===== src/hw/mem_defines.svh =====
`ifndef MEM_DEFINES_SVH
`define MEM_DEFINES_SVH

// data and address width of the core
`define XLEN 32

// word count of the shared RAM, indexed by address bits 9:2
`define MEM_DEPTH_WORDS 256

// mcause codes for misaligned accesses
`define MCAUSE_LOAD_MISALIGNED 31'd4
`define MCAUSE_STORE_MISALIGNED 31'd6

`define FETCH_RESET_WORD 32'h0000_0013  // addi x0, x0, 0

`endif


===== src/hw/mem_pkg.sv =====
`include "mem_defines.svh"

package mem_pkg;

  // bit 4 marks a memory op, bit 3 a store, bits 2:0 the RISC-V width code
  typedef enum logic [4:0] {
    MEM_NONE = 5'b00000,
    MEM_LB   = 5'b10000,
    MEM_LH   = 5'b10001,
    MEM_LW   = 5'b10010,
    MEM_LBU  = 5'b10100,
    MEM_LHU  = 5'b10101,
    MEM_SB   = 5'b11000,
    MEM_SH   = 5'b11001,
    MEM_SW   = 5'b11010
  } mem_op_e;

  typedef struct packed {
    logic              valid;
    logic [30:0]       mcause;
    logic [`XLEN-1:0]  pc;
    logic [31:0]       insn;
  } trap_info_t;

  typedef struct packed {
    logic              valid;
    logic [`XLEN-1:0]  pc;
    logic [31:0]       insn;
    logic [4:0]        rd_addr;
    mem_op_e           mem_op;
    logic [`XLEN-1:0]  alu_result;   // effective address for memory ops
    logic [`XLEN-1:0]  store_wdata;
    trap_info_t        carried_trap;
  } ex_mem_t;

  typedef struct packed {
    logic              valid;
    logic [`XLEN-1:0]  pc;
    logic [31:0]       insn;
    logic [4:0]        rd_addr;
    logic [`XLEN-1:0]  alu_result;
    logic [3:0]        load_rmask;
    logic [`XLEN-1:0]  load_rdata;
    logic [3:0]        store_wmask;
    logic [`XLEN-1:0]  store_wdata;
    trap_info_t        carried_trap;
  } mem_wb_t;

  typedef struct packed {
    logic [`XLEN-1:0]  addr;
    logic              wen;
    logic [`XLEN-1:0]  wdata;
    logic [3:0]        strb;
  } mem_req_t;

  typedef struct packed {
    logic [`XLEN-1:0]  rdata;
  } mem_rsp_t;

endpackage


===== src/hw/fetch_port.sv =====
`timescale 1ns/10ps
`include "mem_defines.svh"

module fetch_port
  import mem_pkg::*;
(
  input  logic             clk_i,
  input  logic             rst_n_i,
  input  logic             fetch_req_i,
  input  logic [`XLEN-1:0] fetch_pc_i,
  output logic [31:0]      fetch_insn_o,
  output logic             fetch_done_o,
  output logic             mem_valid_o,
  output mem_req_t         mem_req_o,
  input  logic             mem_done_i,
  input  mem_rsp_t         mem_rsp_i
);
  mem_req_t    req_q;
  logic        accept;
  logic        valid_q;
  logic        busy_q;
  logic        done_q;
  logic [31:0] insn_q;

  assign accept = fetch_req_i && !busy_q;  // requests during a fetch are dropped

  always_ff @(posedge clk_i) begin
    if (!rst_n_i) begin
      valid_q <= 1'b0;
      busy_q  <= 1'b0;
      done_q  <= 1'b0;
      insn_q  <= `FETCH_RESET_WORD;
    end else begin
      valid_q <= accept;
      done_q  <= busy_q && mem_done_i;
      if (accept) begin
        busy_q <= 1'b1;
      end else if (mem_done_i) begin
        busy_q <= 1'b0;
      end
      if (busy_q && mem_done_i) insn_q <= mem_rsp_i.rdata;
    end
  end

  always_ff @(posedge clk_i) begin
    if (accept) begin
      req_q <= '{addr: {fetch_pc_i[`XLEN-1:2], 2'b00}, wen: 1'b0, wdata: '0, strb: 4'b0000};
    end
  end

  assign mem_valid_o  = valid_q;
  assign mem_req_o    = req_q;
  assign fetch_done_o = done_q;
  assign fetch_insn_o = insn_q;

endmodule


===== config.mk =====
export PLATFORM = sky130hd
export DESIGN_NAME = fetch_port
export DESIGN_NICKNAME = d
export VERILOG_FILES = /design/src/hw/mem_pkg.sv /design/src/hw/fetch_port.sv
export VERILOG_INCLUDE_DIRS = /design/src /design/src/hw
export SDC_FILE = /design/constraint.sdc
export NUM_CORES = 1
export LEC_CHECK = 0
export BUFFER_PORTS_ARGS = -buffer_cell sky130_fd_sc_hd__buf_2
export CORE_ASPECT_RATIO = 0.8
export CORE_UTILIZATION = 30
export DETAILED_ROUTE_END_ITERATION = 10
export HOLD_SLACK_MARGIN = 0.05
export PLACE_DENSITY = 0.7
export SLEW_MARGIN = 0
export SYNTH_ARGS = -nofsm -noshare
export SYNTH_HDL_FRONTEND = slang
export SYNTH_SLANG_ARGS = --single-unit

===== constraint.sdc =====
create_clock -name clk_i -period 3.1 [get_ports clk_i]
set_clock_uncertainty 0.15 [all_clocks]
set_input_delay 0 -clock clk_i [delete_from_list [all_inputs] [get_ports clk_i]]
set_output_delay 0 -clock clk_i [all_outputs]
set_load 0.005 [all_outputs]

* After elaboration in Yosys (flattened, before gate mapping)
Index checks and enable logic that the tools add are counted.
** Word-level totals
- Register bits :: 65
- Bits in latches :: 0
- RAM bits :: 0
- Bits in read-only memories :: 0
- Input port bits :: 68
- Output and inout bits :: 103
- Logic and storage cells :: 11
- Memories kept :: 0
** Cells by class
- Add/sub/neg operators :: 0
- Multiply operators :: 0
- Divide/modulo/power cells :: 0
- Magnitude comparators :: 0
- Equality and inequality tests :: 0
- Shift operators :: 0
- Muxes and demuxes :: 2
- Bitwise logic cells :: 0
- Reduce and logical (&&, ||, !) cells :: 4
** Operators by type and width (number)
- logical AND 1 bit :: 2
- two-way mux 1 bit :: 2
- nonzero test 2 bit :: 1
- zero test 1 bit :: 1

* Longest topological paths before layout
- Word-level depth :: 3
- Mapped depth :: 4
- Mapped depth without buffers :: 2

* Worst setup path before layout
OpenSTA, ideal clock, no wires.
- Kind :: register -> register
- Start point :: reg busy_q
- End point :: reg req_q (netlist bit mem_req_o[39]) (enable)
- Setup time :: 423 ps
- Arrival :: 1846 ps
- Required time :: 2527 ps
- Setup slack :: 681 ps
- Stages on the path, launching flop included :: 3
- Path buffers :: 1
- Clock period less this slack :: 2419 ps
- Cells stage by stage :: dfxtp_1 buf_2 nor2b_1
** Between the ends
- Longest elaborated chain between the ends :: 2
** RTL lines
- start, declared :: line fetch_port.sv:21 : logic busy_q;
- start signal, assigned :: line fetch_port.sv:30 : busy_q <= 1'b0;
- start signal, assigned :: line fetch_port.sv:37 : busy_q <= 1'b1;
- start signal, assigned :: line fetch_port.sv:39 : busy_q <= 1'b0;
- zero test 1 bit :: line fetch_port.sv:25 : assign accept = fetch_req_i && !busy_q;
- logical AND 1 bit :: line fetch_port.sv:25
- named net accept :: line fetch_port.sv:19 : logic accept;
- end signal, assigned :: line fetch_port.sv:47 : req_q <= '{addr: {fetch_pc_i[`XLEN-1:2], 2'b00}, wen: 1'b0, wdata: '0, strb: 4'b0000};
- end, declared :: line fetch_port.sv:18 : mem_req_t req_q;
The timed path passes the listed nets, and every way through them passes these cells.
A chain may end at the register's enable or synchronous reset.

* Worst setup path after layout
- Start point :: reg busy_q
- End point :: reg insn_q[28] (netlist: fetch_insn_o[28])
** Between the ends
- Longest elaborated chain between the ends :: 1
** RTL lines
- logical AND 1 bit :: line fetch_port.sv:41 : if (busy_q && mem_done_i) insn_q <= mem_rsp_i.rdata;
- end signal, assigned :: line fetch_port.sv:32 : insn_q <= `FETCH_RESET_WORD;
- end signal, assigned :: line fetch_port.sv:41
- end, declared :: line fetch_port.sv:23 : logic [31:0] insn_q;
Every way passes these cells.

==> key figures <==
Detailed routing
  – Vias/cell: between 4 and 5
  – Post-DRT Antenna Nets: 0
  – Total vias in the final route: 2,234
  – DR iter-0 viols: 79
  – Routed WL per cell: 12.6 um
  – Final wirelength: 6630 um
  – DRT Pass-1 Iters: 4
  – DRC: 0

Timing
  – Worst Hold Slack: 0.136 ns
  – Max-slew violation count: 0
  – RSZ-0062 raised after global routing: no
  – Worst-Margin Slew: 1.10 ns
  – Fin. Hold Viols: 0
  – Tcrit/Tclk final: 57.4%
  – FMAX: 562 MHz
  – Final setup viols: 0
  – Tmin final: 1.78 ns
  – Slew margin rel.: 26.9%
  – Setup TNS Final: 0 ns
  – Final worst-path setup slack: 1.32 ns

Finish
  – Synthesis-to-layout area growth: 52.2%
  – Design Area, Final: 4040 um2
  – Fin cells: ~530
  – # nets final: 479
  – Share of layout cells above drive strength 1: 42.5%
  – Antenna cells: 0

Global routing
  – Antenna violations before repair: 0
  – Number of global-route vias before repair: approximately 2,000
  – Largest net degree at the start of global routing: 65
  – Total gr overflow: 0
  – GRT Overall Usage: roughly 14%
  – First-pass GRT wire length: 9800 um

Critical path
  – Worst Setup End Kind: register
  – Cells along the critical path: buf_4 > and2_4 > o21ai_0
  – Worst Path Arrival: 1.82 ns
  – Largest stage delay, worst path: 0.59 ns
  – Worst-path maximum fanout: 34
  – Worst path buffer plus inverter count: 1
  – Setup Crit Path Kind: reg -> reg
  – CP required: roughly 3.1 ns
  – Startpoint Class: register
  – Cell family with most CP delay: simple AND/OR/NAND/NOR gates
  – Slowest stage cell, crit path: and2_4

Placed design
  – Placed instance area: 3190 um2
  – Placed cells: 449
  – Gpl congestion: around 0.66
  – Place WS: between 1 and 1.5 ns
  – Detailed placer's ending HPWL: just under 4000 um
  – Number of port buffers: 129

Yosys
  – Synth Area per Inst: 11.8 um2
  – Distinct cells, synth: 18
  – Syn Std Cell Area: 2660 um2
  – Area leader, netlist: edfxtp_1
  – Yosys warning count: 0
  – Share of the synthesized area in the top cell type: 33.9%
  – Dominant cells by area after synthesis: edfxtp_1, dfxtp_1, buf_4, o21ai_2, nand4_1
  – Synthesis-stage register bit count: 65
  – Synth Instances: 225
  – Sequential fraction of the synthesis area: approximately three fifths

CTS
  – CTS HTree Levels: 3
  – Hold Buf Count CTS: 63
  – Clock buffer depth: 2
  – Post-CTS sizing: 0
  – CTS Buf Count: 9
  – Worst-Skew Late Latency: 0.33 ns
  – Worst-path clk slew: approximately 0.080 ns
  – Post-CTS Setup Repair Bufs: 0
  – CTS Root Cell: clkbuf_8
  – CTS tree: yes
  – Clock sink total: 65

Pwr
  – Seq pwr share: 48.0%
  – Switch Pwr: 0.472 mW
  – Pwr/cell area: 494 nW/um2
  – Internal Power: 1.52 mW
  – Leakage: 1.82 nW
  – VDD IR max: 227 uV
  – Clk pwr share: between 40% and 50%
  – Sw frac: around a quarter
  – Combinational power share: 11.9%

Hold path
  – Type of the worst min-delay path: in -> reg

Die
  – Die Wd: 107 um
  – Row cnt: 30
  – Die height: 86.1 um
  – Core region area: about 8500 um2
  – Top-level port count: 171
  – Die Area: slightly above 9000 um2
  – Initial core utilization: 31.2%

Status
  – Status: completed

Run
  – # Max-Cap Violations: 0
## worst paths after layout
check	slack, ns	cells past startpoint	start	endpoint
setup reg to reg	1.32	3	busy_q$_SDFFE_PN0P_	fetch_insn_o[28]$_SDFFE_PN0P_
hold / removal	0.14	3	mem_done_i	fetch_insn_o[2]$_SDFFE_PN0P_
setup / recovery	1.32	3	busy_q$_SDFFE_PN0P_	fetch_insn_o[28]$_SDFFE_PN0P_
hold reg to reg	0.31	2	fetch_insn_o[3]$_SDFFE_PN0P_	fetch_insn_o[3]$_SDFFE_PN0P_
## tightest hold or removal path: cells and delay by family
kind,cells,cell delay (ns)
buffers and inverters,1,0.31
AND/OR/NAND/NOR,1,0.21
AO/OA/AOI/OAI,1,0.05
## registers in the layout, indices dropped and copies added, names as in the netlist
signal and flops:
mem_req_o 30, mem_valid_o 1, fetch_done_o 1, busy_q 1
fetch_insn_o 32
## cells by family (layout without fill, tap and decap cells)
logic type             Yosys count  count (layout)  synth area share [%]
AND/OR/NAND/NOR                 66              66                  12.8
AO/OA/AOI/OAI                   33              33                  11.0
other                            1              39                 0.141
buffers and inverters           60             213                  15.8
flip-flops                      65              65                  60.3
## cell usage after synthesis, drive strengths merged
cell,n
edfxtp,30
buf,57
and3,1
nand2,29
o211ai,3
and2,2
nor2b,2
o21ai,29
conb,1
dfxtp,35
o21a,1
inv,3
nand4,29
nand3,3
## power groups by stage
stage	registers [mW]	clock network, mW	logic [mW]
6_report	0.958	0.800	0.237
5_1_grt	0.962	0.870	0.262
4_1_cts	0.958	0.830	0.236
3_5_place_dp	0.977	0	0.175
3_3_place_gp	0.976	0	0.170
2_1_floorplan	0.983	0	0.118
## per-stage QoR
step / utilization [%] / power, mW
floorplan: - / 1.10
global placement: 37.5 / 1.15
detailed placement: 37.5 / 1.15
CTS: 47.4 / 2.02
global route: 47.4 / 2.09
finish: 47.4 / 1.99
## layer usage
layer | part of all wire (%) | wire, um | vias up | GRT usage [%]
li1 | - | - | 1086 | -
met2 | 47 | 3120 | 116 | 23.8
met4 | 1.1 | 72 | 0 | 4.23
met5 | 0 | 0 | - | 0
met3 | 8.6 | 568 | 8 | 4.64
met1 | 43 | 2880 | 1024 | 17.0
## cell type report
class                   instances  area (um2)
fillers                       768        4480
flip-flops and latches         65        1600
repair buffers                194        1290
multi-input cells             138         779
well taps                     112         140
clock buffers                  10         128
clock inverters                 6        88.8
inverters                       3        11.3
## placed cells by master (no fill, tap or decap), types with 2 or more instances in the layout
master,Yosys,layout
buf_2,14,129
buf_4,39,2
bufinv_16,0,2
clkbuf_8,0,9
conb_1,1,39
dfxtp_1,35,35
dlygate4sd3_1,0,63
edfxtp_1,30,30
inv_1,3,3
inv_6,0,2
nand2_1,29,29
nand3_1,3,3
nand4_1,29,29
o211ai_2,3,3
o21ai_0,2,2
o21ai_2,27,27
(Power assumes the default switching activity.)
