### config.mk
export PLATFORM = sky130hd
export DESIGN_NAME = mem_arbiter
export DESIGN_NICKNAME = d
export VERILOG_FILES = /design/src/hw/mem_pkg.sv /design/src/hw/mem_arbiter.sv
export VERILOG_INCLUDE_DIRS = /design/src /design/src/hw
export SDC_FILE = /design/constraint.sdc
export NUM_CORES = 1
export LEC_CHECK = 0
export BUFFER_PORTS_ARGS = -buffer_cell sky130_fd_sc_hd__clkbuf_2
export CAP_MARGIN = 20
export CORE_AREA = 5 5 116 118
export CTS_CLUSTER_DIAMETER = 200
export CTS_CLUSTER_SIZE = 14
export DETAILED_ROUTE_END_ITERATION = 10
export DIE_AREA = 0 0 121 123
export RECOVER_POWER = 50
export SETUP_SLACK_MARGIN = 0.15
export SYNTH_ARGS = -nofsm -noshare
export SYNTH_HDL_FRONTEND = slang
export SYNTH_SLANG_ARGS = --single-unit
### constraint.sdc
create_clock -name clk_i -period 1.73 [get_ports clk_i]
set_clock_uncertainty 0.2 [all_clocks]
set_input_delay 0.173 -clock clk_i [delete_from_list [all_inputs] [get_ports clk_i]]
set_output_delay 0.173 -clock clk_i [all_outputs]
set_load 0.05 [all_outputs]
### src/hw/mem_defines.svh
`ifndef MEM_DEFINES_SVH
`define MEM_DEFINES_SVH

// data and address width of the core
`define XLEN 32

// word count of the shared RAM, indexed by address bits 9:2
`define MEM_DEPTH_WORDS 256

// mcause codes for misaligned accesses
`define MCAUSE_LOAD_MISALIGNED 31'd4
`define MCAUSE_STORE_MISALIGNED 31'd6

`define FETCH_RESET_WORD 32'h0000_0013  // addi x0, x0, 0

`endif

### src/hw/mem_pkg.sv
`include "mem_defines.svh"

package mem_pkg;

  // bit 4 marks a memory op, bit 3 a store, bits 2:0 the RISC-V width code
  typedef enum logic [4:0] {
    MEM_NONE = 5'b00000,
    MEM_LB   = 5'b10000,
    MEM_LH   = 5'b10001,
    MEM_LW   = 5'b10010,
    MEM_LBU  = 5'b10100,
    MEM_LHU  = 5'b10101,
    MEM_SB   = 5'b11000,
    MEM_SH   = 5'b11001,
    MEM_SW   = 5'b11010
  } mem_op_e;

  typedef struct packed {
    logic              valid;
    logic [30:0]       mcause;
    logic [`XLEN-1:0]  pc;
    logic [31:0]       insn;
  } trap_info_t;

  typedef struct packed {
    logic              valid;
    logic [`XLEN-1:0]  pc;
    logic [31:0]       insn;
    logic [4:0]        rd_addr;
    mem_op_e           mem_op;
    logic [`XLEN-1:0]  alu_result;   // effective address for memory ops
    logic [`XLEN-1:0]  store_wdata;
    trap_info_t        carried_trap;
  } ex_mem_t;

  typedef struct packed {
    logic              valid;
    logic [`XLEN-1:0]  pc;
    logic [31:0]       insn;
    logic [4:0]        rd_addr;
    logic [`XLEN-1:0]  alu_result;
    logic [3:0]        load_rmask;
    logic [`XLEN-1:0]  load_rdata;
    logic [3:0]        store_wmask;
    logic [`XLEN-1:0]  store_wdata;
    trap_info_t        carried_trap;
  } mem_wb_t;

  typedef struct packed {
    logic [`XLEN-1:0]  addr;
    logic              wen;
    logic [`XLEN-1:0]  wdata;
    logic [3:0]        strb;
  } mem_req_t;

  typedef struct packed {
    logic [`XLEN-1:0]  rdata;
  } mem_rsp_t;

endpackage

### src/hw/mem_arbiter.sv
`timescale 1ns/10ps

module mem_arbiter
  import mem_pkg::*;
(
  input  logic     clk_i,
  input  logic     rst_n_i,
  input  logic     dreq_valid_i,
  input  mem_req_t dreq_i,
  output logic     dreq_done_o,
  output mem_rsp_t drsp_o,
  input  logic     ireq_valid_i,
  input  mem_req_t ireq_i,
  output logic     ireq_done_o,
  output mem_rsp_t irsp_o,
  output logic     ram_valid_o,
  output mem_req_t ram_req_o,
  input  logic     ram_done_i,
  input  mem_rsp_t ram_rsp_i
);
  logic d_pending_q;
  logic i_pending_q;
  logic busy_q;
  logic owner_instr_q;  // set while the fetch port holds the grant
  logic d_req;
  logic i_req;
  logic grant;
  logic grant_instr;
  logic sel_instr;

  // a fresh pulse counts as pending in the cycle it arrives
  assign d_req = dreq_valid_i | d_pending_q;
  assign i_req = ireq_valid_i | i_pending_q;

  assign grant       = !busy_q && (d_req || i_req);
  assign grant_instr = !d_req;  // data side always wins a tie
  assign sel_instr   = busy_q ? owner_instr_q : grant_instr;

  always_ff @(posedge clk_i) begin
    if (!rst_n_i) begin
      d_pending_q   <= 1'b0;
      i_pending_q   <= 1'b0;
      busy_q        <= 1'b0;
      owner_instr_q <= 1'b0;
    end else begin
      d_pending_q <= d_req && !(grant && !grant_instr);
      i_pending_q <= i_req && !(grant && grant_instr);
      if (grant) begin
        busy_q        <= 1'b1;
        owner_instr_q <= grant_instr;
      end else if (ram_done_i) begin
        busy_q <= 1'b0;
      end
    end
  end

  // requesters hold their payload until done, so the mux can select it live
  assign ram_valid_o = grant;
  assign ram_req_o   = sel_instr ? ireq_i : dreq_i;

  assign dreq_done_o = ram_done_i && busy_q && !owner_instr_q;
  assign ireq_done_o = ram_done_i && busy_q && owner_instr_q;
  assign drsp_o      = ram_rsp_i;
  assign irsp_o      = ram_rsp_i;

endmodule

# After elaboration in Yosys (flattened, before gate mapping)
# Cells that the tools add are included.
[op_classes]
mux = 4
bitwise_logic = 2
reduce_logical = 15
[op_table]
columns = ["cell", "count"]
rows = [
  ["69-bit two-way mux", 1],
  ["1-bit logical AND", 8],
  ["1-bit logical NOT", 5],
  ["1-bit two-way mux", 3],
  ["1-bit bitwise OR", 2],
  ["2-bit nonzero test", 1],
  ["1-bit logical OR", 1],
]
[totals]
ff_bits = 4
inputBits = 175

# Logic depth before layout (Yosys ltp)
# Gate-level depths: netlist of run 1.
[depth]
word_depth = 6
depth_mapped = 6
ltp_nobuf = 3

# Least setup slack after synthesis of run 1
# Ideal clock, no wire load.
[synth_timing]
path_type = "register to output"
from = "register busy_q"
to = "output port ram_req_o[58] (netlist name)"
t_arrival_ns = 1.372
required_ns = 1.357
slack_ns = -0.015
stages_incl_launch_ff = 7
path_buffers = 3
path_cell_list = "dfxtp_1 > buf_6 > nor3_4 > a21oi_2 > buf_6 > buf_6 > mux2_4"
[synth_lines]
columns = ["item", "line_no", "rtl"]
rows = [
  ["from (decl)", "mem_arbiter.sv:23", "logic busy_q;"],
  ["from (signal assigned)", "mem_arbiter.sv:43", "busy_q <= 1'b0;"],
  ["from (signal assigned)", "mem_arbiter.sv:49", "busy_q <= 1'b1;"],
  ["from (signal assigned)", "mem_arbiter.sv:52", "busy_q <= 1'b0;"],
  ["to (decl)", "mem_arbiter.sv:17", "output mem_req_t ram_req_o,"],
]

==> results of run 1 <==
-- worst reg2reg max path, stage by stage (launching register included) --
cell and delay (ns):
dfxtp_2 0.32, nor2_1 0.23, nand2_1 0.08, o211a_1 0.21
-- synth_stat cells (all sizes together) --
library cell  count
nor3              1
o211a             1
nor3b             1
buf              72
o221a             1
dfxtp             4
nor2              5
nand2             3
mux2             69
a21oi             2
and3              1
-- metal layers --
metal | routed length [microns] | part of all wire [%] | GRT usage [%]
met5 | 0 | 0 | 0
met3 | 1330 | 13 | 5.03
met4 | 123 | 1.2 | 2.05
met2 | 5540 | 56 | 22.7
met1 | 2930 | 29 | 10.0
-- what timing repair did --
item	CTS	global route
cloned	2	6
pin swaps	1	0
buffers inserted	4	0
hold buffers	1	0
gates resized for setup	156	113
hold endpoints to repair	1	0
endpoints found under the setup margin	69	70
-- state kept, by name, summed over array words and instances, names as in the netlist --
signal / count
owner_instr_q: 1
i_pending_q: 1
busy_q: 1
d_pending_q: 1
-- where the power goes --
part	switching [mW]	internal [mW]	total [mW]
combinational	1.06	1.01	2.08
clock	0.0576	0.295	0.352
sequential	0.00736	0.100	0.108
total	1.13	1.41	2.54
-- cells by family (layout without fill, tap and decap cells) --
family / after synthesis / count (layout) / synth area share (%)
buffers and inverters: 72 / 235 / 35.3
muxes: 69 / 69 / 53.3
and+or+nand+nor: 11 / 11 / 3.93
AOI/OAI and AO/OA: 4 / 4 / 2.29
DFF: 4 / 4 / 5.24
-- stage by stage --
step	hold WS (ns)	instances	total power, mW	instance area, sq um	util, %
floorplan	0.0936	160	1.50	1550	-
global placement	0.146	479	1.52	2370	19.2
detailed placement	0.146	479	1.52	2370	19.2
CTS	0.0626	489	2.27	3220	26.0
global route	0.0962	495	2.64	3610	29.2
finish	0.0663	495	2.54	3610	29.2
-- path summary, 6_finish.rpt --
path	endpoint	slack (ns)
setup / recovery	ram_req_o[62]	-0.28
hold / removal	busy_q	0.07
setup reg to reg	busy_q	0.57
hold reg to reg	d_pending_q	0.36
-- final cells by class --
cell class                 count  area, sq um  area share (%)
clock buffer                   3         75.1            2.08
sequential                     4         85.1            2.36
multi-input combinational     84         1130            31.2
tap                          172          215            5.96
timing repair buffer         232         2110            58.4
==> flow_summary.toml, run 1 <==
[worst_setup_path]
critPathRequiredTime_ns = 1.36
slowest_delay_ns = 0.36
worstPathArrival_ns = 1.64
path_buf_inv = 3
critPathMaxFanout = 9
r2r_start = "d_pending_q"
start_kind = "flop"
critical_path_cell_count = 6
end_kind = "output pin"
worstSetupStartpoint = "busy_q"
crit_chain = "nor3_4 > a21oi_4 > buf_6 > buf_16 > mux2_4 > clkbuf_16"
worst_path_max_delay_cell = "dfxtp_4"
path_class = "flop to output pin"
ff2ff_path_depth = 3
crit_family = "buffers and inverters"

[logic_synthesis]
synth_fp_nets = 335
synth_area_sq_um = 1530
avgSynthCellArea_sq_um = 9.56
ys_seq_area_share_pct = 5.24
synth_top_area_share_pct = 43.5
synth-seq-cells = 4
netlist_top_cells_area = "mux2_2, buf_4, mux2_4"
yosysUniqueCellTypes = 15
synth_cells = 160
yosys.area.top_type = "mux2_2"
ys_warn_count = 0

[floorplanning]
fp.coreArea_sq_um = 12400
die_y_microns = 123
dieArea_sq_um = 14900
ioPinCount = 311
row_count = 41
die_w_microns = 121
initial_core_util_pct = 12.4

[final_layout]
area_growth_syn_to_layout_pct = 136
final_common_cell = "clkbuf_2"
layout_common_cells = "clkbuf_2, buf_8, mux2_4"
nNetsFinal = 500
diodes = 0
fillCellCount = 1313
drive_gt1_share_pct = 95.4

[hold_path]
min_path_type = "input port to flop"
hold_start = "ram_done_i"
min_path_cells = 3

[detailed_routing]
vias_per_cell = 3.70
num_vias = 1830
ant_nets = 0
wire_per_inst_microns = 20.1
dr.pass1.iters = 2
wl_mm = 9.93
drc = 0
drt_iter0_markers = 14

[sta]
period_needed_ns = 2.01
fmax_mhz = 498
setup_viol_count_final = 69
period_share_pct = 116
finalHoldViolCount = 0
worst_pin_slew_ns = 0.277
slew_viol_final = 0
setup_ws_ns = -0.278
rsz0062_at_grt = "true"
fin_tns_setup_ns = -17.41
maxSlewHeadroom_pct = 81.6

[run_status]
violations = "setup timing"
outcome = "finished, violations left"

[clock_tree]
cts_inserted_buffers = 3
numClockSinks = 4
path_clk_slew_ns = 0.03
htreeDepth = 1
cts_tree = "built"
clockRootBuffer = "clkbuf_16"
clk_latency_ns = 0.22
ctsLongestPathBuffers = 2

[power]
peakVddDrop_mv = 0.274
power_density_nw_per_um2 = 702
power_leakage_nw = 2.00

[grt]
grt_pass1_wl_mm = 12.4
antenna_found_initial = 0
gr-usage-all-layers_pct = 11.1
globalRoute.totalOverflow = 0
grt_pass1_vias = 2106
grt_max_degree = 19

[job]
cap_violations = 0

[place]
hpwl_mm = 7.94
dp_slack_ns = -0.185
gp_routability_congestion = 0.697
port_buffers = 214
(Power assumes the default switching activity.)
==> run 2, diff against run 1 <==
Settings changed: SETUP_SLACK_MARGIN 0.15 to not set.
==> run 2 against run 1 <==
The run still ends with setup timing left. First-iteration DRC count stayed put. Largest power group unchanged. Fmax is 0.92% lower. Sequential power hardly changed. Largest cell class unchanged. Design area is 5.5% lower. Count of clock-buffer cells in the layout stayed put.
==> flow_summary.toml, run 2 (same netlist as run 1, synthesis figures left out) <==
[power]
netSwitchingFraction_pct = 45.3
seq_power_share_pct = 4.4
power_frac_comb_pct = 81.0
clkPwrFrac_pct = 14.6
power_leakage_nw = 1.81
peakVddDrop_mv = 0.316
internal_power_mw = 1.33
power_density_nw_per_um2 = 711
switchingPower_mw = 1.10

[sta]
rsz0062_at_grt = "true"
slew_viol_final = 0
setup_ws_ns = -0.297
finalHoldViolCount = 0
fmax_mhz = 493
maxSlewHeadroom_pct = 81.4
fin_tns_setup_ns = -17.95
period_needed_ns = 2.03
setup_viol_count_final = 69
period_share_pct = 117
worst_pin_slew_ns = 0.280

[final_layout]
final_core_utilization_pct = 27.6
diodes = 0
drive_gt1_share_pct = 95.6
nNetsFinal = 496
final_common_cell = "clkbuf_2"
area_growth_syn_to_layout_pct = 123
layout_common_cells = "clkbuf_2, buf_8, mux2_4"

[grt]
grt_pass1_wl_mm = 12.4
grt_pass1_vias = 2121
gr-usage-all-layers_pct = 10.9
grt_max_degree = 14
antenna_found_initial = 0
globalRoute.totalOverflow = 0

[run_status]
outcome = "finished, violations left"
violations = "setup timing"

[worst_setup_path]
path_buf_inv = 3
end_kind = "output pin"
slowest_delay_ns = 0.37
crit_chain = "nor3_4 > a21oi_4 > buf_6 > buf_16 > mux2_2 > buf_8"
worst_path_max_delay_cell = "mux2_2"
ff2ff_path_depth = 4
r2r_start = "d_pending_q"
r2r-end = "busy_q"
endpoint = "ram_req_o[29]"
r2r_slack_ns = 0.47
critPathMaxFanout = 13
critPathRequiredTime_ns = 1.36
worstSetupStartpoint = "busy_q"
crit_family = "buffers and inverters"
critical_path_cell_count = 6
worstPathArrival_ns = 1.65
path_class = "flop to output pin"
start_kind = "flop"

[detailed_routing]
ant_nets = 0
wire_per_inst_microns = 18.6
wl_mm = 9.15
dr.pass1.iters = 4
drt_iter0_markers = 14
num_vias = 1808
drc = 0
vias_per_cell = 3.68

[floorplanning]
initial_core_util_pct = 12.4
row_count = 41
die_w_microns = 121
die_y_microns = 123
ioPinCount = 311
dieArea_sq_um = 14900
fp.coreArea_sq_um = 12400

[clock_tree]
clk_latency_ns = 0.22
path_clk_slew_ns = 0.03
numClockSinks = 4
clockRootBuffer = "clkbuf_16"
cts_tree = "built"
htreeDepth = 1
cts_inserted_buffers = 3
ctsLongestPathBuffers = 2
postCtsHoldBufs = 0

[place]
gp_routability_congestion = 0.690
port_buffers = 214
hpwl_mm = 6.88

[job]
cap_violations = 0

[hold_path]
min_path_type = "input port to flop"
-- run 2: changes by cell type in the layout (fill, tap and decap cells not counted), sizes merged --
cell / previous run / this run
buf: 80 / 81
clkbuf: 154 / 150
dlygate4sd3: 1 / 0
-- run 2: what timing repair did --
item,CTS,global route
cloned,5,0
setup endpoints to repair,69,69
pin swaps,1,0
resized for setup,165,81
setup buffers,4,1
-- run 2: worst min path at each step --
stage	start	to	slack, ns	cells past startpoint
after floorplan	rst_n_i	d_pending_q	0.09	2
after global placement	ram_rsp_i[18]	drsp_o[18]	0.15	0
after detailed placement	ram_rsp_i[18]	drsp_o[18]	0.15	0
after CTS	rst_n_i	d_pending_q	0.003	3
after global routing	rst_n_i	d_pending_q	0.02	3
final	rst_n_i	d_pending_q	0.003	3
-- run 2: power groups by stage --
| stage | Combinational (mW) | Clock, mW | Sequential (mW) |
|---|---|---|---|
| detailed placement | 1.35 | 0 | 0.109 |
| CTS | 1.82 | 0.360 | 0.108 |
| floorplan | 1.39 | 0 | 0.106 |
| finish | 1.96 | 0.354 | 0.108 |
| global placement | 1.35 | 0 | 0.109 |
| global route | 2.04 | 0.367 | 0.109 |
-- run 2: per-layer routing --
layer	wire length [microns]	GRT usage, %	share of wire [%]
met4	149	2.62	1.6
met3	1180	4.21	13
met5	0	0	0
met2	4910	21.3	54
met1	2910	10.8	32
-- run 2: worst register-to-register path, delay by kind of cell, from the launching register on --
kind                   cells  cell delay, ns
buffers and inverters      1            0.13
AND/OR/NAND/NOR            2            0.29
flip-flops                 1            0.32
AO/OA/AOI/OAI              1            0.21
-- run 2: final cells by class --
type	count	area, sq um
timing repair buffer	228	2020
multi-input combinational	84	1010
fill	1326	8950
sequential	4	85.1
clock buffer	3	75.1
tap	172	215
-- run 2: per-stage QoR --
| stage | total power, mW | instances | worst slack [ns] | area (sq um) | hold WS, ns |
|---|---|---|---|---|---|
| finish | 2.43 | 491 | -0.297 | 3410 | 0.00285 |
| global route | 2.51 | 491 | -0.355 | 3410 | 0.0173 |
| CTS | 2.29 | 490 | -0.308 | 3270 | 0.00309 |
| detailed placement | 1.46 | 478 | -0.200 | 2330 | 0.147 |
| global placement | 1.46 | 478 | -0.193 | 2330 | 0.147 |
| floorplan | 1.49 | 160 | -0.00736 | 1530 | 0.0936 |
==> run 3, diff against run 2 <==
--- a/config.mk
+++ b/config.mk
@@ -10,3 +10,3 @@
 export CAP_MARGIN = 20
-export CORE_AREA = 5 5 116 118
+export CORE_AREA = 5 5 118 120
 export CTS_CLUSTER_DIAMETER = 200
@@ -14,3 +14,3 @@
 export DETAILED_ROUTE_END_ITERATION = 10
-export DIE_AREA = 0 0 121 123
+export DIE_AREA = 0 0 123 125
 export RECOVER_POWER = 50
==> constraint.sdc (replaced) <==
create_clock -name clk_i -period 2.3 [get_ports clk_i]
set_clock_uncertainty 0.2 [all_clocks]
set_input_delay 0 -clock clk_i [delete_from_list [all_inputs] [get_ports clk_i]]
set_output_delay 0 -clock clk_i [all_outputs]
set_load 0.05 [all_outputs]
==> run 3 against run 2 <==
The run now ends clean. Core utilization decreased by 6.2 points. Die area increased by 3.3%. Global-route usage decreased by 2.3 points. Largest cell class unchanged. Count of clock-buffer cells in the layout unchanged. Critical path depth increased by 1.
==> flow_summary.toml, run 3 (same netlist as run 1, synthesis figures left out) <==
[worst_setup_path]
crit_family = "buffers and inverters"
endpoint = "ram_req_o[36]"
path_class = "input port to output pin"
worstPathArrival_ns = 1.95
worstSetupStartpoint = "dreq_valid_i"
path_buf_inv = 4
end_kind = "output pin"
ff2ff_path_depth = 4
crit_chain = "dlygate4sd3_1 > clkbuf_1 > nor3_4 > a21oi_4 > buf_12 > mux2_2 > clkbuf_2"
r2r_start = "d_pending_q"
start_kind = "input port"
critPathMaxFanout = 69
r2r_slack_ns = 0.57
critPathRequiredTime_ns = 2.10
critical_path_cell_count = 7
worst_path_max_delay_cell = "dlygate4sd3_1"
r2r-end = "busy_q"
slowest_delay_ns = 0.52

[clock_tree]
cts_inserted_buffers = 3
numClockSinks = 4
ctsLongestPathBuffers = 2
post-cts-setup-buffer-count = 0
clockRootBuffer = "clkbuf_16"
htreeDepth = 1
cts_tree = "built"
clk_latency_ns = 0.22

[detailed_routing]
vias_per_cell = 3.51
ant_nets = 0
wire_per_inst_microns = 14.2
num_vias = 1826
drt_iter0_markers = 50
dr.pass1.iters = 3
drc = 0
wl_mm = 7.39

[floorplanning]
initial_core_util_pct = 11.9
fp.coreArea_sq_um = 12900
dieArea_sq_um = 15400
row_count = 42
ioPinCount = 311
die_w_microns = 123
die_y_microns = 125

[final_layout]
nNetsFinal = 521
diodes = 0
area_growth_syn_to_layout_pct = 80.5
layout_common_cells = "clkbuf_2, mux2_2, dlygate4sd3_1"
final_common_cell = "clkbuf_2"
fin_cells = 520
drive_gt1_share_pct = 83.4

[sta]
fmax_mhz = 466
maxSlewHeadroom_pct = 31.8
slew_viol_final = 0
period_needed_ns = 2.15
worst_pin_slew_ns = 1.02
fin_tns_setup_ns = 0
finalHoldViolCount = 0
rsz0062_at_grt = "false"
period_share_pct = 93.3
setup_viol_count_final = 0

[place]
port_buffers = 214
numPlacedInstances = 479
gp_routability_congestion = 0.786
hpwl_mm = 6.03

[power]
power_leakage_nw = 1.49
peakVddDrop_mv = 0.253
power_density_nw_per_um2 = 591

[run_status]
outcome = "completed"

[job]
cap_violations = 0

[grt]
gr-usage-all-layers_pct = 8.63
grt_max_degree = 70
grt_pass1_wl_mm = 10.6
globalRoute.totalOverflow = 0
antenna_found_initial = 0
grt_pass1_vias = 2093

[hold_path]
min_path_type = "input port to output pin"
-- run 3: cell types whose count changed in the layout (fill, tap and decap cells not counted), moves of 2 or more --
cell           before  now
buf_4               4    0
clkbuf_2          145  210
dlygate4sd3_1       0   38
clkbuf_16           5    3
buf_6               3    0
mux2_4             36   10
clkbuf_1            0    4
buf_8              67    0
mux2_2             33   59
buf_16              5    0
-- run 3: through the flow --
step | setup slack [ns] | cell area (sq um) | total power, mW | util [%] | hold slack [ns]
5_1_grt | 0.0767 | 2760 | 1.70 | 21.4 | 0.275
3_3_place_gp | 0.308 | 2310 | 1.09 | 17.9 | -0.199
4_1_cts | 0.0428 | 2760 | 1.64 | 21.5 | 0.263
6_report | 0.153 | 2760 | 1.63 | 21.4 | 0.262
3_5_place_dp | 0.277 | 2310 | 1.09 | 17.9 | -0.199
2_1_floorplan | 0.728 | 1530 | 1.12 | - | -0.0794
-- run 3: worst reg2reg max path: cells and delay by family (launching register included) --
kind,cells,cell delay (ns)
AND/OR/NAND/NOR,2,0.35
buffers and inverters,1,0.54
AO/OA/AOI/OAI,1,0.21
flip-flops,1,0.32
-- run 3: where the power goes --
| group | total [mW] | internal [mW] | switching (mW) | leakage [nW] |
|---|---|---|---|---|
| Sequential | 0.0842 | 0.0757 | 0.00851 | 0.0333 |
| Clock | 0.267 | 0.222 | 0.0452 | 0.0370 |
| Combinational | 1.28 | 0.370 | 0.909 | 1.42 |
-- run 3: worst min-delay path by stage --
stage	startpoint	to	slack, ns	depth (start not counted)
2_1_floorplan	rst_n_i	d_pending_q	-0.08	2
3_3_place_gp	ram_rsp_i[1]	irsp_o[1]	-0.20	0
3_5_place_dp	ram_rsp_i[1]	irsp_o[1]	-0.20	0
4_1_cts	dreq_i[26]	ram_req_o[26]	0.26	3
5_1_grt	dreq_i[65]	ram_req_o[65]	0.27	3
6_report	dreq_i[26]	ram_req_o[26]	0.26	3
-- run 3: layout make-up --
| type | count | area [sq um] |
|---|---|---|
| sequential | 4 | 81.3 |
| clock buffer | 3 | 75.1 |
| multi-input combinational | 84 | 917 |
| timing repair buffer | 253 | 1470 |
| tap | 176 | 220 |
| fill | 1422 | 10100 |
-- run 3: timing repair --
action,4_1_cts,5_1_grt
endpoints found under the hold margin,68,0
hold buffers,38,0
setup endpoints to repair,0,58
gates resized for setup,0,1
-- run 3: per-layer routing --
| layer | routed length [microns] | vias up | global-route usage (%) |
|---|---|---|---|
| li1 | - | 859 | - |
| met1 | 2790 | 795 | 10.2 |
| met2 | 3630 | 163 | 15.1 |
| met3 | 932 | 9 | 3.25 |
| met4 | 38 | 0 | 1.30 |
| met5 | 0 | - | 0 |
