`src/hw/mem_defines.svh`:
```
`ifndef MEM_DEFINES_SVH
`define MEM_DEFINES_SVH

// data and address width of the core
`define XLEN 32

// word count of the shared RAM, indexed by address bits 9:2
`define MEM_DEPTH_WORDS 256

// mcause codes for misaligned accesses
`define MCAUSE_LOAD_MISALIGNED 31'd4
`define MCAUSE_STORE_MISALIGNED 31'd6

`define FETCH_RESET_WORD 32'h0000_0013  // addi x0, x0, 0

`endif

```
`src/hw/mem_pkg.sv`:
```
`include "mem_defines.svh"

package mem_pkg;

  // bit 4 marks a memory op, bit 3 a store, bits 2:0 the RISC-V width code
  typedef enum logic [4:0] {
    MEM_NONE = 5'b00000,
    MEM_LB   = 5'b10000,
    MEM_LH   = 5'b10001,
    MEM_LW   = 5'b10010,
    MEM_LBU  = 5'b10100,
    MEM_LHU  = 5'b10101,
    MEM_SB   = 5'b11000,
    MEM_SH   = 5'b11001,
    MEM_SW   = 5'b11010
  } mem_op_e;

  typedef struct packed {
    logic              valid;
    logic [30:0]       mcause;
    logic [`XLEN-1:0]  pc;
    logic [31:0]       insn;
  } trap_info_t;

  typedef struct packed {
    logic              valid;
    logic [`XLEN-1:0]  pc;
    logic [31:0]       insn;
    logic [4:0]        rd_addr;
    mem_op_e           mem_op;
    logic [`XLEN-1:0]  alu_result;   // effective address for memory ops
    logic [`XLEN-1:0]  store_wdata;
    trap_info_t        carried_trap;
  } ex_mem_t;

  typedef struct packed {
    logic              valid;
    logic [`XLEN-1:0]  pc;
    logic [31:0]       insn;
    logic [4:0]        rd_addr;
    logic [`XLEN-1:0]  alu_result;
    logic [3:0]        load_rmask;
    logic [`XLEN-1:0]  load_rdata;
    logic [3:0]        store_wmask;
    logic [`XLEN-1:0]  store_wdata;
    trap_info_t        carried_trap;
  } mem_wb_t;

  typedef struct packed {
    logic [`XLEN-1:0]  addr;
    logic              wen;
    logic [`XLEN-1:0]  wdata;
    logic [3:0]        strb;
  } mem_req_t;

  typedef struct packed {
    logic [`XLEN-1:0]  rdata;
  } mem_rsp_t;

endpackage

```
`src/hw/store_unit.sv`:
```
`timescale 1ns/10ps
`include "mem_defines.svh"

module store_unit
  import mem_pkg::*;
(
  input  mem_op_e          mem_op_i,
  input  logic [1:0]       addr_lsb_i,
  input  logic [`XLEN-1:0] wdata_raw_i,
  output logic             trap_valid_o,
  output logic [30:0]      trap_mcause_o,
  output logic [3:0]       wmask_o,
  output logic [`XLEN-1:0] wdata_o
);
  logic is_store;
  logic misaligned;

  assign is_store = mem_op_i[4] & mem_op_i[3];

  always_comb begin
    misaligned = 1'b0;
    wmask_o    = '0;
    wdata_o    = '0;
    if (is_store) begin
      case (mem_op_i[1:0])
        2'b00: begin
          wdata_o = {4{wdata_raw_i[7:0]}};  // byte goes to every lane
          wmask_o = 4'b0001 << addr_lsb_i;
        end
        2'b01: begin
          misaligned = addr_lsb_i[0];
          wdata_o    = {2{wdata_raw_i[15:0]}};
          wmask_o    = 4'b0011 << addr_lsb_i;
        end
        default: begin
          misaligned = |addr_lsb_i;
          wdata_o    = wdata_raw_i;
          wmask_o    = 4'b1111;
        end
      endcase
      if (misaligned) wmask_o = '0;  // a trapping store must not touch memory
    end
    trap_valid_o  = misaligned;
    trap_mcause_o = misaligned ? `MCAUSE_STORE_MISALIGNED : '0;
  end

endmodule

```
`src/hw/load_unit.sv`:
```
`timescale 1ns/10ps
`include "mem_defines.svh"

module load_unit
  import mem_pkg::*;
(
  input  mem_op_e          mem_op_i,
  input  logic [1:0]       addr_lsb_i,
  input  logic [`XLEN-1:0] rdata_raw_i,
  output logic             trap_valid_o,
  output logic [30:0]      trap_mcause_o,
  output logic [3:0]       rmask_o,
  output logic [`XLEN-1:0] rdata_o
);
  logic             is_load;
  logic             is_unsigned;
  logic             misaligned;
  logic [`XLEN-1:0] lane;

  assign is_load     = mem_op_i[4] & ~mem_op_i[3];
  assign is_unsigned = mem_op_i[2];  // LBU and LHU
  assign lane        = rdata_raw_i >> {addr_lsb_i, 3'b000};  // addressed byte to bit 0

  always_comb begin
    misaligned = 1'b0;
    rmask_o    = '0;
    rdata_o    = '0;
    if (is_load) begin
      case (mem_op_i[1:0])
        2'b00: begin
          rmask_o = 4'b0001 << addr_lsb_i;
          rdata_o = {{24{~is_unsigned & lane[7]}}, lane[7:0]};
        end
        2'b01: begin
          misaligned = addr_lsb_i[0];
          rmask_o    = 4'b0011 << addr_lsb_i;
          rdata_o    = {{16{~is_unsigned & lane[15]}}, lane[15:0]};
        end
        default: begin
          misaligned = |addr_lsb_i;
          rmask_o    = 4'b1111;
          rdata_o    = lane;
        end
      endcase
      if (misaligned) begin
        rmask_o = '0;
        rdata_o = '0;
      end
    end
    trap_valid_o  = misaligned;
    trap_mcause_o = misaligned ? `MCAUSE_LOAD_MISALIGNED : '0;
  end

endmodule

```
`src/hw/mem_stage.sv`:
```
`timescale 1ns/10ps
`include "mem_defines.svh"

module mem_stage
  import mem_pkg::*;
(
  input  logic     clk_i,
  input  logic     rst_n_i,
  input  ex_mem_t  ex_mem_i,
  output mem_wb_t  wb_o,
  output logic     stage_done_o,
  output logic     mem_valid_o,
  output mem_req_t mem_req_o,
  input  logic     mem_done_i,
  input  mem_rsp_t mem_rsp_i
);
  trap_info_t       trap;
  logic             store_trap_valid;
  logic [30:0]      store_trap_mcause;
  logic             load_trap_valid;
  logic [30:0]      load_trap_mcause;
  logic [3:0]       store_wmask;
  logic [3:0]       load_rmask;
  logic [`XLEN-1:0] store_wdata;
  logic [`XLEN-1:0] load_rdata;
  logic             is_store;
  logic             needs_mem;
  logic             start_q;
  logic             in_flight_q;

  store_unit u_store_unit (
    .mem_op_i      (ex_mem_i.mem_op),
    .addr_lsb_i    (ex_mem_i.alu_result[1:0]),
    .wdata_raw_i   (ex_mem_i.store_wdata),
    .trap_valid_o  (store_trap_valid),
    .trap_mcause_o (store_trap_mcause),
    .wmask_o       (store_wmask),
    .wdata_o       (store_wdata)
  );

  load_unit u_load_unit (
    .mem_op_i      (ex_mem_i.mem_op),
    .addr_lsb_i    (ex_mem_i.alu_result[1:0]),
    .rdata_raw_i   (mem_rsp_i.rdata),
    .trap_valid_o  (load_trap_valid),
    .trap_mcause_o (load_trap_mcause),
    .rmask_o       (load_rmask),
    .rdata_o       (load_rdata)
  );

  // an older trap wins over anything raised here
  always_comb begin
    trap = '0;
    if (ex_mem_i.carried_trap.valid) begin
      trap = ex_mem_i.carried_trap;
    end else if (store_trap_valid) begin
      trap = '{valid: 1'b1, mcause: store_trap_mcause, pc: ex_mem_i.pc, insn: ex_mem_i.insn};
    end else if (load_trap_valid) begin
      trap = '{valid: 1'b1, mcause: load_trap_mcause, pc: ex_mem_i.pc, insn: ex_mem_i.insn};
    end
  end

  assign is_store  = ex_mem_i.mem_op[4] & ex_mem_i.mem_op[3];
  assign needs_mem = ex_mem_i.valid && ex_mem_i.mem_op[4] && !trap.valid;

  // the start pulse fires once per operation and waits out any request still in flight
  always_ff @(posedge clk_i) begin
    if (!rst_n_i) begin
      start_q     <= 1'b0;
      in_flight_q <= 1'b0;
    end else begin
      start_q <= needs_mem && !start_q && !in_flight_q && !mem_done_i;
      if (mem_done_i) begin
        in_flight_q <= 1'b0;
      end else if (start_q) begin
        in_flight_q <= 1'b1;
      end
    end
  end

  assign mem_valid_o = start_q;
  assign mem_req_o   = '{addr: ex_mem_i.alu_result, wen: is_store,
                         wdata: store_wdata, strb: store_wmask};

  assign stage_done_o = ex_mem_i.valid && (!needs_mem || (in_flight_q && mem_done_i));

  always_comb begin
    wb_o              = '0;
    wb_o.valid        = stage_done_o;
    wb_o.pc           = ex_mem_i.pc;
    wb_o.insn         = ex_mem_i.insn;
    wb_o.rd_addr      = ex_mem_i.rd_addr;
    wb_o.alu_result   = ex_mem_i.alu_result;
    wb_o.carried_trap = trap;
    if (needs_mem) begin  // masks stay zero for traps and non-memory ops
      wb_o.load_rmask  = load_rmask;
      wb_o.load_rdata  = load_rdata;
      wb_o.store_wmask = store_wmask;
      wb_o.store_wdata = store_wdata;
    end
  end

endmodule

```
`config.mk`:
```
export PLATFORM = sky130hd
export DESIGN_NAME = mem_stage
export DESIGN_NICKNAME = d
export VERILOG_FILES = /design/src/hw/mem_pkg.sv /design/src/hw/store_unit.sv /design/src/hw/load_unit.sv /design/src/hw/mem_stage.sv
export VERILOG_INCLUDE_DIRS = /design/src /design/src/hw
export SDC_FILE = /design/constraint.sdc
export NUM_CORES = 1
export LEC_CHECK = 0
export BUFFER_PORTS_ARGS = -buffer_cell sky130_fd_sc_hd__buf_2
export CAP_MARGIN = 10
export CORE_AREA = 3 3 240 242
export CTS_BUF_LIST = sky130_fd_sc_hd__clkbuf_4
export CTS_CLUSTER_SIZE = 25
export DETAILED_ROUTE_END_ITERATION = 10
export DIE_AREA = 0 0 243 245
export HOLD_SLACK_MARGIN = 0.15
export PLACE_DENSITY_LB_ADDON = 0.25
export SYNTH_ARGS = -nofsm -noshare
export SYNTH_HDL_FRONTEND = slang
export SYNTH_SLANG_ARGS = --single-unit
```
`constraint.sdc`:
```
create_clock -name clk_i -period 2.6 [get_ports clk_i]
set_input_delay 0 -clock clk_i [delete_from_list [all_inputs] [get_ports clk_i]]
set_output_delay 0 -clock clk_i [all_outputs]
set_load 0.03 [all_outputs]
```
[Word level (Yosys, flattened, before mapping)]
Index checks and enable logic that the tools add are counted.
Cells by class
  muxes and demuxes: 19
  reduce and logical (&&, ||, !) cells: 16
  shifts and indexed selects: 3
  bitwise gates (word level): 7
  equality and inequality tests: 1
Operator list (count)
  two-way mux 96 bit: 3
  case mux 32 bit (2 select lines): 2
  two-way mux 32 bit: 3
  two-way mux 72 bit: 1
  >> shifter 32 x 5 -> 32 bit: 1
  two-way mux 4 bit: 4
  case mux 4 bit (2 select lines): 1
  logical AND 1 bit: 7
  logical NOT 1 bit: 5
  bitwise AND 1 bit: 4
  two-way mux 1 bit: 4
  OR reduction 2 bit: 2
  left shift 1 x 2 -> 4 bit, first input constant: 1
  left shift 2 x 2 -> 4 bit, first input constant: 1
  NOT 1 bit: 3
  == test 2 x 1 -> 1 bit, second input constant: 1
  logical NOT 2 bit: 1
  case mux 1 bit (2 select lines): 1
  logical OR 1 bit: 1
Word-level totals
  flip-flop bits (word level): 2
  word-level logic and storage cells: 48
  output and inout bits: 341

[Depth between registers and ports, before layout]
Gate-level depths: netlist of run 1.
  word-level depth: 12
  depth in mapped cells: 8

[Modules after synthesis]
A second synthesis of run 1 with hierarchy kept.
Second synthesis, totals
  cells, all modules: 805
  area, all modules: 5572.8 µm²
By module, submodules not included
  mem_stage: instances 1, area an instance 3595.9 µm², seq. area each 40.0 µm², cells an instance 527
  load_unit: instances 1, area an instance 1054.8 µm², seq. area each 0.0 µm², cells an instance 149
  store_unit: instances 1, area an instance 922.1 µm², seq. area each 0.0 µm², cells an instance 129

[Least setup slack after synthesis of run 1]
No wires, ideal clock.
  path type: input -> output
  from: input ex_mem_i[128] (netlist bit)
  to: output wb_o[112] (netlist bit)
  data arrival time: 1662 ps
  cell stages on the path: 7
  slack: 938 ps
  cell sequence: buf_6 > nor2_4 > or2_1 > buf_4 > or3b_1 > buf_6 > nor3_1
RTL lines
  start: declaration: RTL line mem_stage.sv:9  | input ex_mem_t ex_mem_i,
  end: declaration: RTL line mem_stage.sv:10  | output mem_wb_t wb_o,

==> results by stage, run 1 <==
Timing:
- The number of failing setup endpoints in the final timing report is 0.
- Measured against its own limit, the worst slew margin works out to between 30% and 40%.
- Setup repair after global routing left no endpoint under its margin.
- The final number of hold-violating endpoints is 0.
- Setup slack on the critical path of the routed design comes to 0.772 ns.
- The part of the cycle the worst path needs is 70.3%.
- Setup total negative slack on the finished layout was measured at 0 ns.
- The count of pins over their slew limit is 0.
- The worst setup skew after layout is 0.00638 ns.
- Subtracting the final worst setup slack from the clock period gives ~1.8 ns.
- At the pin with the least slew margin, the transition time is between 1 and 1.5 ns.
- The fmax is around 550 MHz.

Worst setup path:
- The setup path with the least slack is of type primary input to output port.
- The largest delay contributor family on the critical path is buffers and inverters.
- The cell with the largest stage delay on the worst path is sky130_fd_sc_hd__o21ai_1.
- STA classifies the critical path startpoint as a primary input.
- The top fanout value on the critical path is 45.
- The number of buffers and inverters on the critical path is 3.
- In this design, the critical path's most frequently occurring cell is sky130_fd_sc_hd__buf_2.
- On the worst path, the slowest cell contributes a delay of 0.71 ns.
- The data arrival time of the critical path is about 1.8 ns.
- Walking the worst path, the cells encountered are buf_2 -> buf_4 -> nor3_1 -> o21ai_1 -> nor2_1 -> buf_2.
- STA puts the critical path data required time at 2.60 ns.
- The sort of element at the end of the critical path is an output port.

Pwr:
- The switching power is 0.00101 W.
- The power density over the cells is 239 nW/um^2.
- Net switching is 65.1% of the power.
- Registers are responsible for 2.0% of the overall power.
- For this design the static power due to leakage is approximately 3.5 nW.
- Of the total power, the clock network draws under 10%.
- IR analysis of the VDD net gives a maximum drop of between 0.1 and 0.15 mV.
- The power share of the combinational group is 93.3%.
- The internal cell power is 0.000541 W.

Clocking:
- The number of CTS-inserted buffers is 3.
- Clock tree synthesis selected as its root buffer the cell sky130_fd_sc_hd__clkbuf_4.
- The total number of H-tree levels is 1.
- The clock reaches the later pin of the worst-skew pair after roughly 0.23 ns.
- The CTS tree is yes.
- The longest clock path from root to sink contains 2 buffers.
- In this run, post-CTS repair resized a total of 0 instances.
- The number of clock sinks seen by CTS is 2.

Placed design:
- The number of buffers inserted by port buffering is 510.
- Summed over all nets, the half-perimeter wirelength after detailed placement is 27500 microns.
- The placement-stage worst setup slack is 0.664 ns.
- At the end of routability-driven placement, the weighted congestion stood at between 0.8 and 0.9.

Routing:
- The number of detailed-route iterations in the first pass is 4.
- After detailed routing, the total wire length is between 30000 and 40000 microns.
- Dividing the detail-routed wire length by the instance count gives about 19 microns.
- The final route contains 5422 vias.
- The number of DRC markers after the initial detailed-route iteration is 139.
- The remaining design rule violation count is 0.
- The number of vias per cell after detailed routing is 3.25.
- The detail route stage leaves a number of antenna-violating nets equal to 0.

GRT:
- The first global-routing pass estimated 41500 microns of wire.
- Global routing consumed, over all layers together, 9.60% of the routing resources.
- After global routing the overflow that remains totals 0.
- Entering global routing, the biggest net connects 88 pins.
- The initial antenna violation count is 20.
- The via count of the first global-routing pass is 5493.

Die:
- The row count is 86.
- The die is between 200 and 250 microns tall.
- 611 I/O pins were placed.
- The die covers 59500 sq um.
- The core region area is 55300 sq um.
- For this configuration, the core starts out at a cell density of ~6.7%.
- The die is 243 microns wide.

Final layout:
- The area growth from synthesis to layout is 75.8%.
- The most frequent standard cell in the layout excluding fill and tap cells is sky130_fd_sc_hd__buf_2.
- Across the whole layout, storage elements account for 40.0 sq um.
- The area occupied by multi-input gates is between 2000 and 2500 sq um.
- In the layout the commonest cells are sky130_fd_sc_hd__buf_2, sky130_fd_sc_hd__nor2_1, sky130_fd_sc_hd__a22o_1.
- The number of fill cells is 6548.
- Of the cells placed in the final design, the portion with a size suffix greater than 1 is 59.3%.
- The net count of the finished layout is 1188.

Yosys:
- Summing the areas of all compound-gate instances in the mapped netlist gives 26.7% of the synthesized area.
- The synthesized design contains 2 register bits.
- The share of the synthesized netlist area taken by xor and xnor gates is 0.712%.
- The synthesized netlist devotes about 26% of its cell area to simple gates.
- Multiplexer cells account for 11.4% of the synthesized area.
- By area the synthesized netlist is led by sky130_fd_sc_hd__buf_4, sky130_fd_sc_hd__a22o_1, sky130_fd_sc_hd__mux2i_1.
- Yosys mapped the design onto 39 distinct sky130hd cell types.
- The adder and majority gate portion of the synthesized area is 0%.
- The count of warnings emitted by yosys is 0.
- The synthesized design devotes to its leading area cell type 28.9% of total area.
- A synthesized cell averages 6.88 sq um.
- The largest family of logic cells by synthesized area is buffers and inverters.
- The share of the Yosys chip area taken by registers is 1.08%.
- The area of the mapped netlist is between 3000 and 4000 sq um.
- The count of mapped cells out of synthesis is 537.
- The net count after synthesis is ~810.
- The largest area contributor in the synthesized netlist is sky130_fd_sc_hd__buf_4.

Status:
- The run finished with clean final reports.

Worst hold path:
- The tightest min-delay check is of the primary input to output port type.

Flow run:
- The max capacitance violation total is 0.
per-layer routing:
layer | GRT usage [%] | vias to the layer above | part of all wire, %
li1 | - | 2505 | -
met1 | 10.5 | 2478 | 38
met2 | 18.0 | 371 | 51
met3 | 3.58 | 46 | 9.9
met4 | 1.35 | 22 | 1.4
met5 | 0 | - | 0.53
path summary, 6_finish.rpt:
kind                                    end          start  cells after the start  slack, ns
worst max register to register  mem_valid_o    in_flight_q                      1       1.93
worst min register to register  mem_valid_o    in_flight_q                      1       0.50
worst max-delay path              wb_o[141]  ex_mem_i[128]                      6       0.77
worst min-delay path              wb_o[228]  ex_mem_i[193]                      2       0.27
power by group through the flow:
stage | clock network [W] | registers (W) | logic (W)
2_1_floorplan | 0 | 0.0000322 | 0.000997
3_3_place_gp | 0 | 0.0000319 | 0.00131
3_5_place_dp | 0 | 0.0000319 | 0.00130
4_1_cts | 0.0000757 | 0.0000315 | 0.00147
5_1_grt | 0.0000783 | 0.0000315 | 0.00154
6_report | 0.0000722 | 0.0000315 | 0.00145
area by class of cell:
| cell class | count | area share [%] |
|---|---|---|
| Timing Repair Buffer | 559 | 47.3 |
| Multi-Input combinational cell | 348 | 36.8 |
| Tap cell | 748 | 14.4 |
| Sequential cell | 2 | 0.617 |
| Clock buffer | 3 | 0.347 |
| Inverter | 4 | 0.231 |
| Antenna cell | 6 | 0.231 |
synthesized netlist by cell type:
cell type / instances
sky130_fd_sc_hd__nor2_1: 79
sky130_fd_sc_hd__or3b_1: 1
sky130_fd_sc_hd__nor3_2: 6
sky130_fd_sc_hd__o211a_1: 1
sky130_fd_sc_hd__nand2b_1: 5
sky130_fd_sc_hd__buf_2: 11
sky130_fd_sc_hd__or2_2: 1
sky130_fd_sc_hd__or3_1: 1
sky130_fd_sc_hd__nor2b_1: 14
sky130_fd_sc_hd__nand3_1: 2
sky130_fd_sc_hd__buf_4: 142
sky130_fd_sc_hd__a21oi_1: 13
sky130_fd_sc_hd__o21a_1: 8
sky130_fd_sc_hd__nor2_4: 1
sky130_fd_sc_hd__a22o_1: 65
sky130_fd_sc_hd__nor2_2: 1
sky130_fd_sc_hd__or2_1: 1
sky130_fd_sc_hd__xnor2_1: 2
sky130_fd_sc_hd__buf_6: 3
sky130_fd_sc_hd__clkbuf_1: 22
sky130_fd_sc_hd__o21ai_2: 1
sky130_fd_sc_hd__xor2_1: 1
sky130_fd_sc_hd__buf_1: 5
sky130_fd_sc_hd__a21o_1: 2
sky130_fd_sc_hd__nand2_1: 6
sky130_fd_sc_hd__nor3_1: 14
sky130_fd_sc_hd__a31oi_1: 1
sky130_fd_sc_hd__and3_1: 9
sky130_fd_sc_hd__mux2i_1: 42
sky130_fd_sc_hd__a211oi_1: 22
sky130_fd_sc_hd__dfxtp_1: 2
sky130_fd_sc_hd__inv_1: 4
sky130_fd_sc_hd__a211oi_2: 5
sky130_fd_sc_hd__o21ai_0: 2
sky130_fd_sc_hd__and2_1: 37
sky130_fd_sc_hd__o21ai_1: 1
sky130_fd_sc_hd__o211a_2: 1
sky130_fd_sc_hd__nor4_4: 1
sky130_fd_sc_hd__nor3b_1: 2
metrics by stage:
stage	power, W	instances	hold WS, ns	utilization [%]	area (sq um)
floorplan	0.00103	537	0.132	-	3690
global placement	0.00134	1624	0.000205	11.0	6080
detailed placement	0.00134	1624	0.000205	11.0	6080
CTS	0.00158	1664	0.267	11.7	6470
global route	0.00165	1665	0.272	11.7	6480
finish	0.00155	1670	0.267	11.7	6490
logic make-up after synthesis:
group | count (synthesis)
compound gates | 122
mux | 42
simple gates | 181
flops | 2
xor+xnor | 3
buf+inv | 187
repair_timing:
item / CTS / global route
hold buffers: 37 / 0
setup endpoints to repair: 0 / 0
endpoints found under the hold margin: 67 / 0
buffers inserted: 0 / 0
state kept, by name, summed over array words and instances, names as in the netlist:
name	cells
mem_valid_o	1
in_flight_q	1
(Power assumes the default switching activity.)
==> inputs of run 2 (changes only) <==
--- a/config.mk
+++ b/config.mk
@@ -8,11 +8,11 @@
 export LEC_CHECK = 0
 export BUFFER_PORTS_ARGS = -buffer_cell sky130_fd_sc_hd__buf_2
 export CAP_MARGIN = 10
-export CORE_AREA = 3 3 240 242
+export CORE_AREA = 3 3 234 236
 export CTS_BUF_LIST = sky130_fd_sc_hd__clkbuf_4
 export CTS_CLUSTER_SIZE = 25
 export DETAILED_ROUTE_END_ITERATION = 10
-export DIE_AREA = 0 0 243 245
+export DIE_AREA = 0 0 237 239
 export HOLD_SLACK_MARGIN = 0.15
 export PLACE_DENSITY_LB_ADDON = 0.25
 export SYNTH_ARGS = -nofsm -noshare
==> constraint.sdc (replaced) <==
create_clock -name clk_i -period 1.7 [get_ports clk_i]
set_input_delay 0 -clock clk_i [delete_from_list [all_inputs] [get_ports clk_i]]
set_output_delay 0 -clock clk_i [all_outputs]
set_load 0.03 [all_outputs]
==> run 2 against run 1 <==
Against the previous run: power up 54%; largest power group unchanged; critical path depth up 2; utilization rose by 0.80 points; non-clock buffer count grew 20; flip-flop and latch count is the same; wire length decreased by 5.2%; sequential power is 53% higher; first-iteration DRC count rose by 14%; clock skew fell by 0.0023 ns; combinational power up 54%; via count increased by 1.5%.
==> results by stage, run 2 (synthesis gave the netlist of run 1 again) <==
Status:
- Run status: complete, no violations (unchanged).

Timing:
- The transition time of the tightest slew-check pin is 0.678 ns (was 1.03 ns).
- The fmax is 632 MHz.
- The worst path setup slack after routing was 0.117 ns (was 0.772 ns).
- The final number of hold-violating endpoints is 0 (unchanged).
- The setup TNS is 0 ns (unchanged).
- The count of pins over their slew limit is 0 (unchanged).
- The number of failing setup endpoints in the final timing report was 0 (unchanged).
- Unrepaired setup endpoints after global routing: no (unchanged).
- After layout, the minimum clock period comes to 1.58 ns.
- The normalized max-slew margin was 54.6% (was 31.2%).
- The part of the cycle the worst path needs is 93.1%.
- The worst setup skew after layout came to 0.00411 ns (was 0.00638 ns).

Placed design:
- The placement-stage worst setup slack is -0.0490 ns (was 0.664 ns).
- The number of buffers inserted by port buffering is 510 (unchanged).
- The number of placed instances, taps included is 1584 (was 1624).
- The final estimated routing congestion in global placement was 0.805 (was 0.890).
- The half-perimeter wire length after detailed placement is 26100 microns (was 27500 microns).

Pwr:
- The largest vdd supply drop is 0.182 mV (was 0.115 mV).
- The overall power consumption is 0.00239 W (was 0.00155 W).
- The power density over the cells was 362 nW/um^2 (was 239 nW/um^2).
- The leakage power total was 3.58 nW (was 3.47 nW).

Worst setup path:
- The data required time of the worst path is 1.70 ns (was 2.60 ns).
- The data arrival time of the critical path was 1.58 ns (was 1.83 ns).
- The type of the worst setup path is primary input to output port (unchanged).
- The kind of start point of the critical path is a primary input (unchanged).
- The top fanout value on the critical path is 64 (was 45).
- The sort of element at the end of the critical path was an output port (unchanged).

Final layout:
- The non-filler instance count after layout came to 1628 (was 1670).
- The footprint of the flip-flops and latches is 40.0 sq um (unchanged).
- The area occupied by multi-input gates is 2400 sq um (was 2390 sq um).
- The most frequent standard cell in the layout excluding fill and tap cells is sky130_fd_sc_hd__buf_2 (unchanged).
- The end-of-flow core utilization is 12.5% (was 11.7%).
- The share of final-layout standard cells stronger than drive strength 1 is 60.3% (was 59.3%).
- The area growth from synthesis to layout is 78.7% (was 75.8%).
- Most frequent cells in the layout: sky130_fd_sc_hd__buf_2, sky130_fd_sc_hd__nor2_1, sky130_fd_sc_hd__a22o_1 (unchanged).
- The number of fill cells came to 6170 (was 6548).
- The net count of the finished layout is 1208 (was 1188).

Clocking:
- The root cell of the clock tree is sky130_fd_sc_hd__clkbuf_4 (unchanged).
- The CTS tree is yes (unchanged).
- The total number of H-tree levels is 1 (unchanged).
- The maximum number of buffers from clock root to sink is 2 (unchanged).
- The number of CTS-inserted buffers is 3 (unchanged).
- The number of clock sinks seen by CTS is 2 (unchanged).
- The clock insertion delay at the later pin of the skew report is 0.23 ns (about the same).

Worst hold path:
- The class of the tightest hold or removal check is primary input to output port (unchanged).

GRT:
- The via count of the first global-routing pass is 5368 (was 5493).
- The total grt overflow is 0 (unchanged).
- The wire length of the first global-routing pass was 39200 microns (was 41500 microns).
- The initial antenna violation count is 21 (was 20).
- The largest net degree at the start of global routing was 95 (was 88).
- The total global-route track usage is 9.38% (was 9.60%).

Routing:
- The number of detailed-route iterations in the first pass is 4 (unchanged).
- The number of vias per cell after detailed routing is 3.38 (was 3.25).
- The uppermost signal routing layer after detailed routing is met5 (unchanged).
- The detailed route wirelength on metal2 is 15000 microns (was 15900 microns).
- The total vias in the final route was 5506 (was 5422).
- The number of nets with antenna violations after detailed routing came to 0 (unchanged).
- The number of DRC markers after the initial detailed-route iteration is 158 (was 139).
- The met3 layer wire length in the routed design is 2760 microns (was 3110 microns).
- The remaining design rule violation count is 0 (unchanged).
- The average wire per standard cell is 18.3 microns (was 18.8 microns).
- The detailed-routing wirelength on met1 came to 11200 microns (was 11800 microns).
- The total length of routed wires is 29800 microns (was 31400 microns).

Die:
- The overall die area is 56600 sq um (was 59500 sq um).
- The die height came to 239 microns (was 245 microns).
- The core region area is 52700 sq um (was 55300 sq um).
- The count of boundary I/O pins is 611 (unchanged).
- The effective utilization at floorplan is 7.01% (was 6.68%).
- The width of the chip is 237 microns (was 243 microns).
- The row count was 84 (was 86).

Flow run:
- The max capacitance violation total is 0 (unchanged).
## run 2: worst paths after layout
path	start	endpoint	slack (ns)	cells after the start
hold reg to reg	mem_valid_o	mem_valid_o	0.50	1
hold / removal	ex_mem_i[191]	wb_o[226]	0.27	2
setup reg to reg	in_flight_q	mem_valid_o	1.01	1
setup / recovery	ex_mem_i[128]	wb_o[7]	0.12	8
## run 2: layer usage
layer,vias up,global-route usage [%]
li1,2544,-
met1,2539,10.7
met2,343,17.1
met3,50,3.02
met4,30,1.89
met5,-,0
## run 2: layout make-up
cell class,instances,share of cell area (%)
antenna,4,0.152
multi-input combinational,348,36.3
tap,688,13.0
timing repair buffer,579,49.3
clock buffer,3,0.341
sequential,2,0.607
inverter,4,0.228
## run 2: where the power goes
group	total, W	switching (W)	internal, W
Combinational	0.00223	0.00150	0.000737
Sequential	0.0000482	0.000000517	0.0000477
Clock	0.000108	0.0000294	0.0000781
Total	0.00239	0.00153	0.000862
## run 2: repair_timing
action / CTS / global route
setup endpoints to repair: 3 / 10
hold endpoints to repair: 67 / 0
hold buffers: 37 / 0
setup buffers: 0 / 0
resized for setup: 1 / 3
pin swaps: 0 / 0
## run 2: per-stage QoR
stage	cell area, sq um	hold WS [ns]
2_1_floorplan	3690	0.132
3_3_place_gp	6180	0.000205
3_5_place_dp	6180	0.000205
4_1_cts	6580	0.268
5_1_grt	6590	0.272
6_report	6600	0.268
## run 2: worst max-delay path, stage by stage
cell and delay, ns:
sky130_fd_sc_hd__buf_2 0.14, sky130_fd_sc_hd__a21oi_1 0.11, sky130_fd_sc_hd__or2_4 0.28, sky130_fd_sc_hd__buf_4 0.15, sky130_fd_sc_hd__nor2_4 0.12, sky130_fd_sc_hd__buf_12 0.26
sky130_fd_sc_hd__a22o_1 0.22, sky130_fd_sc_hd__buf_2 0.20
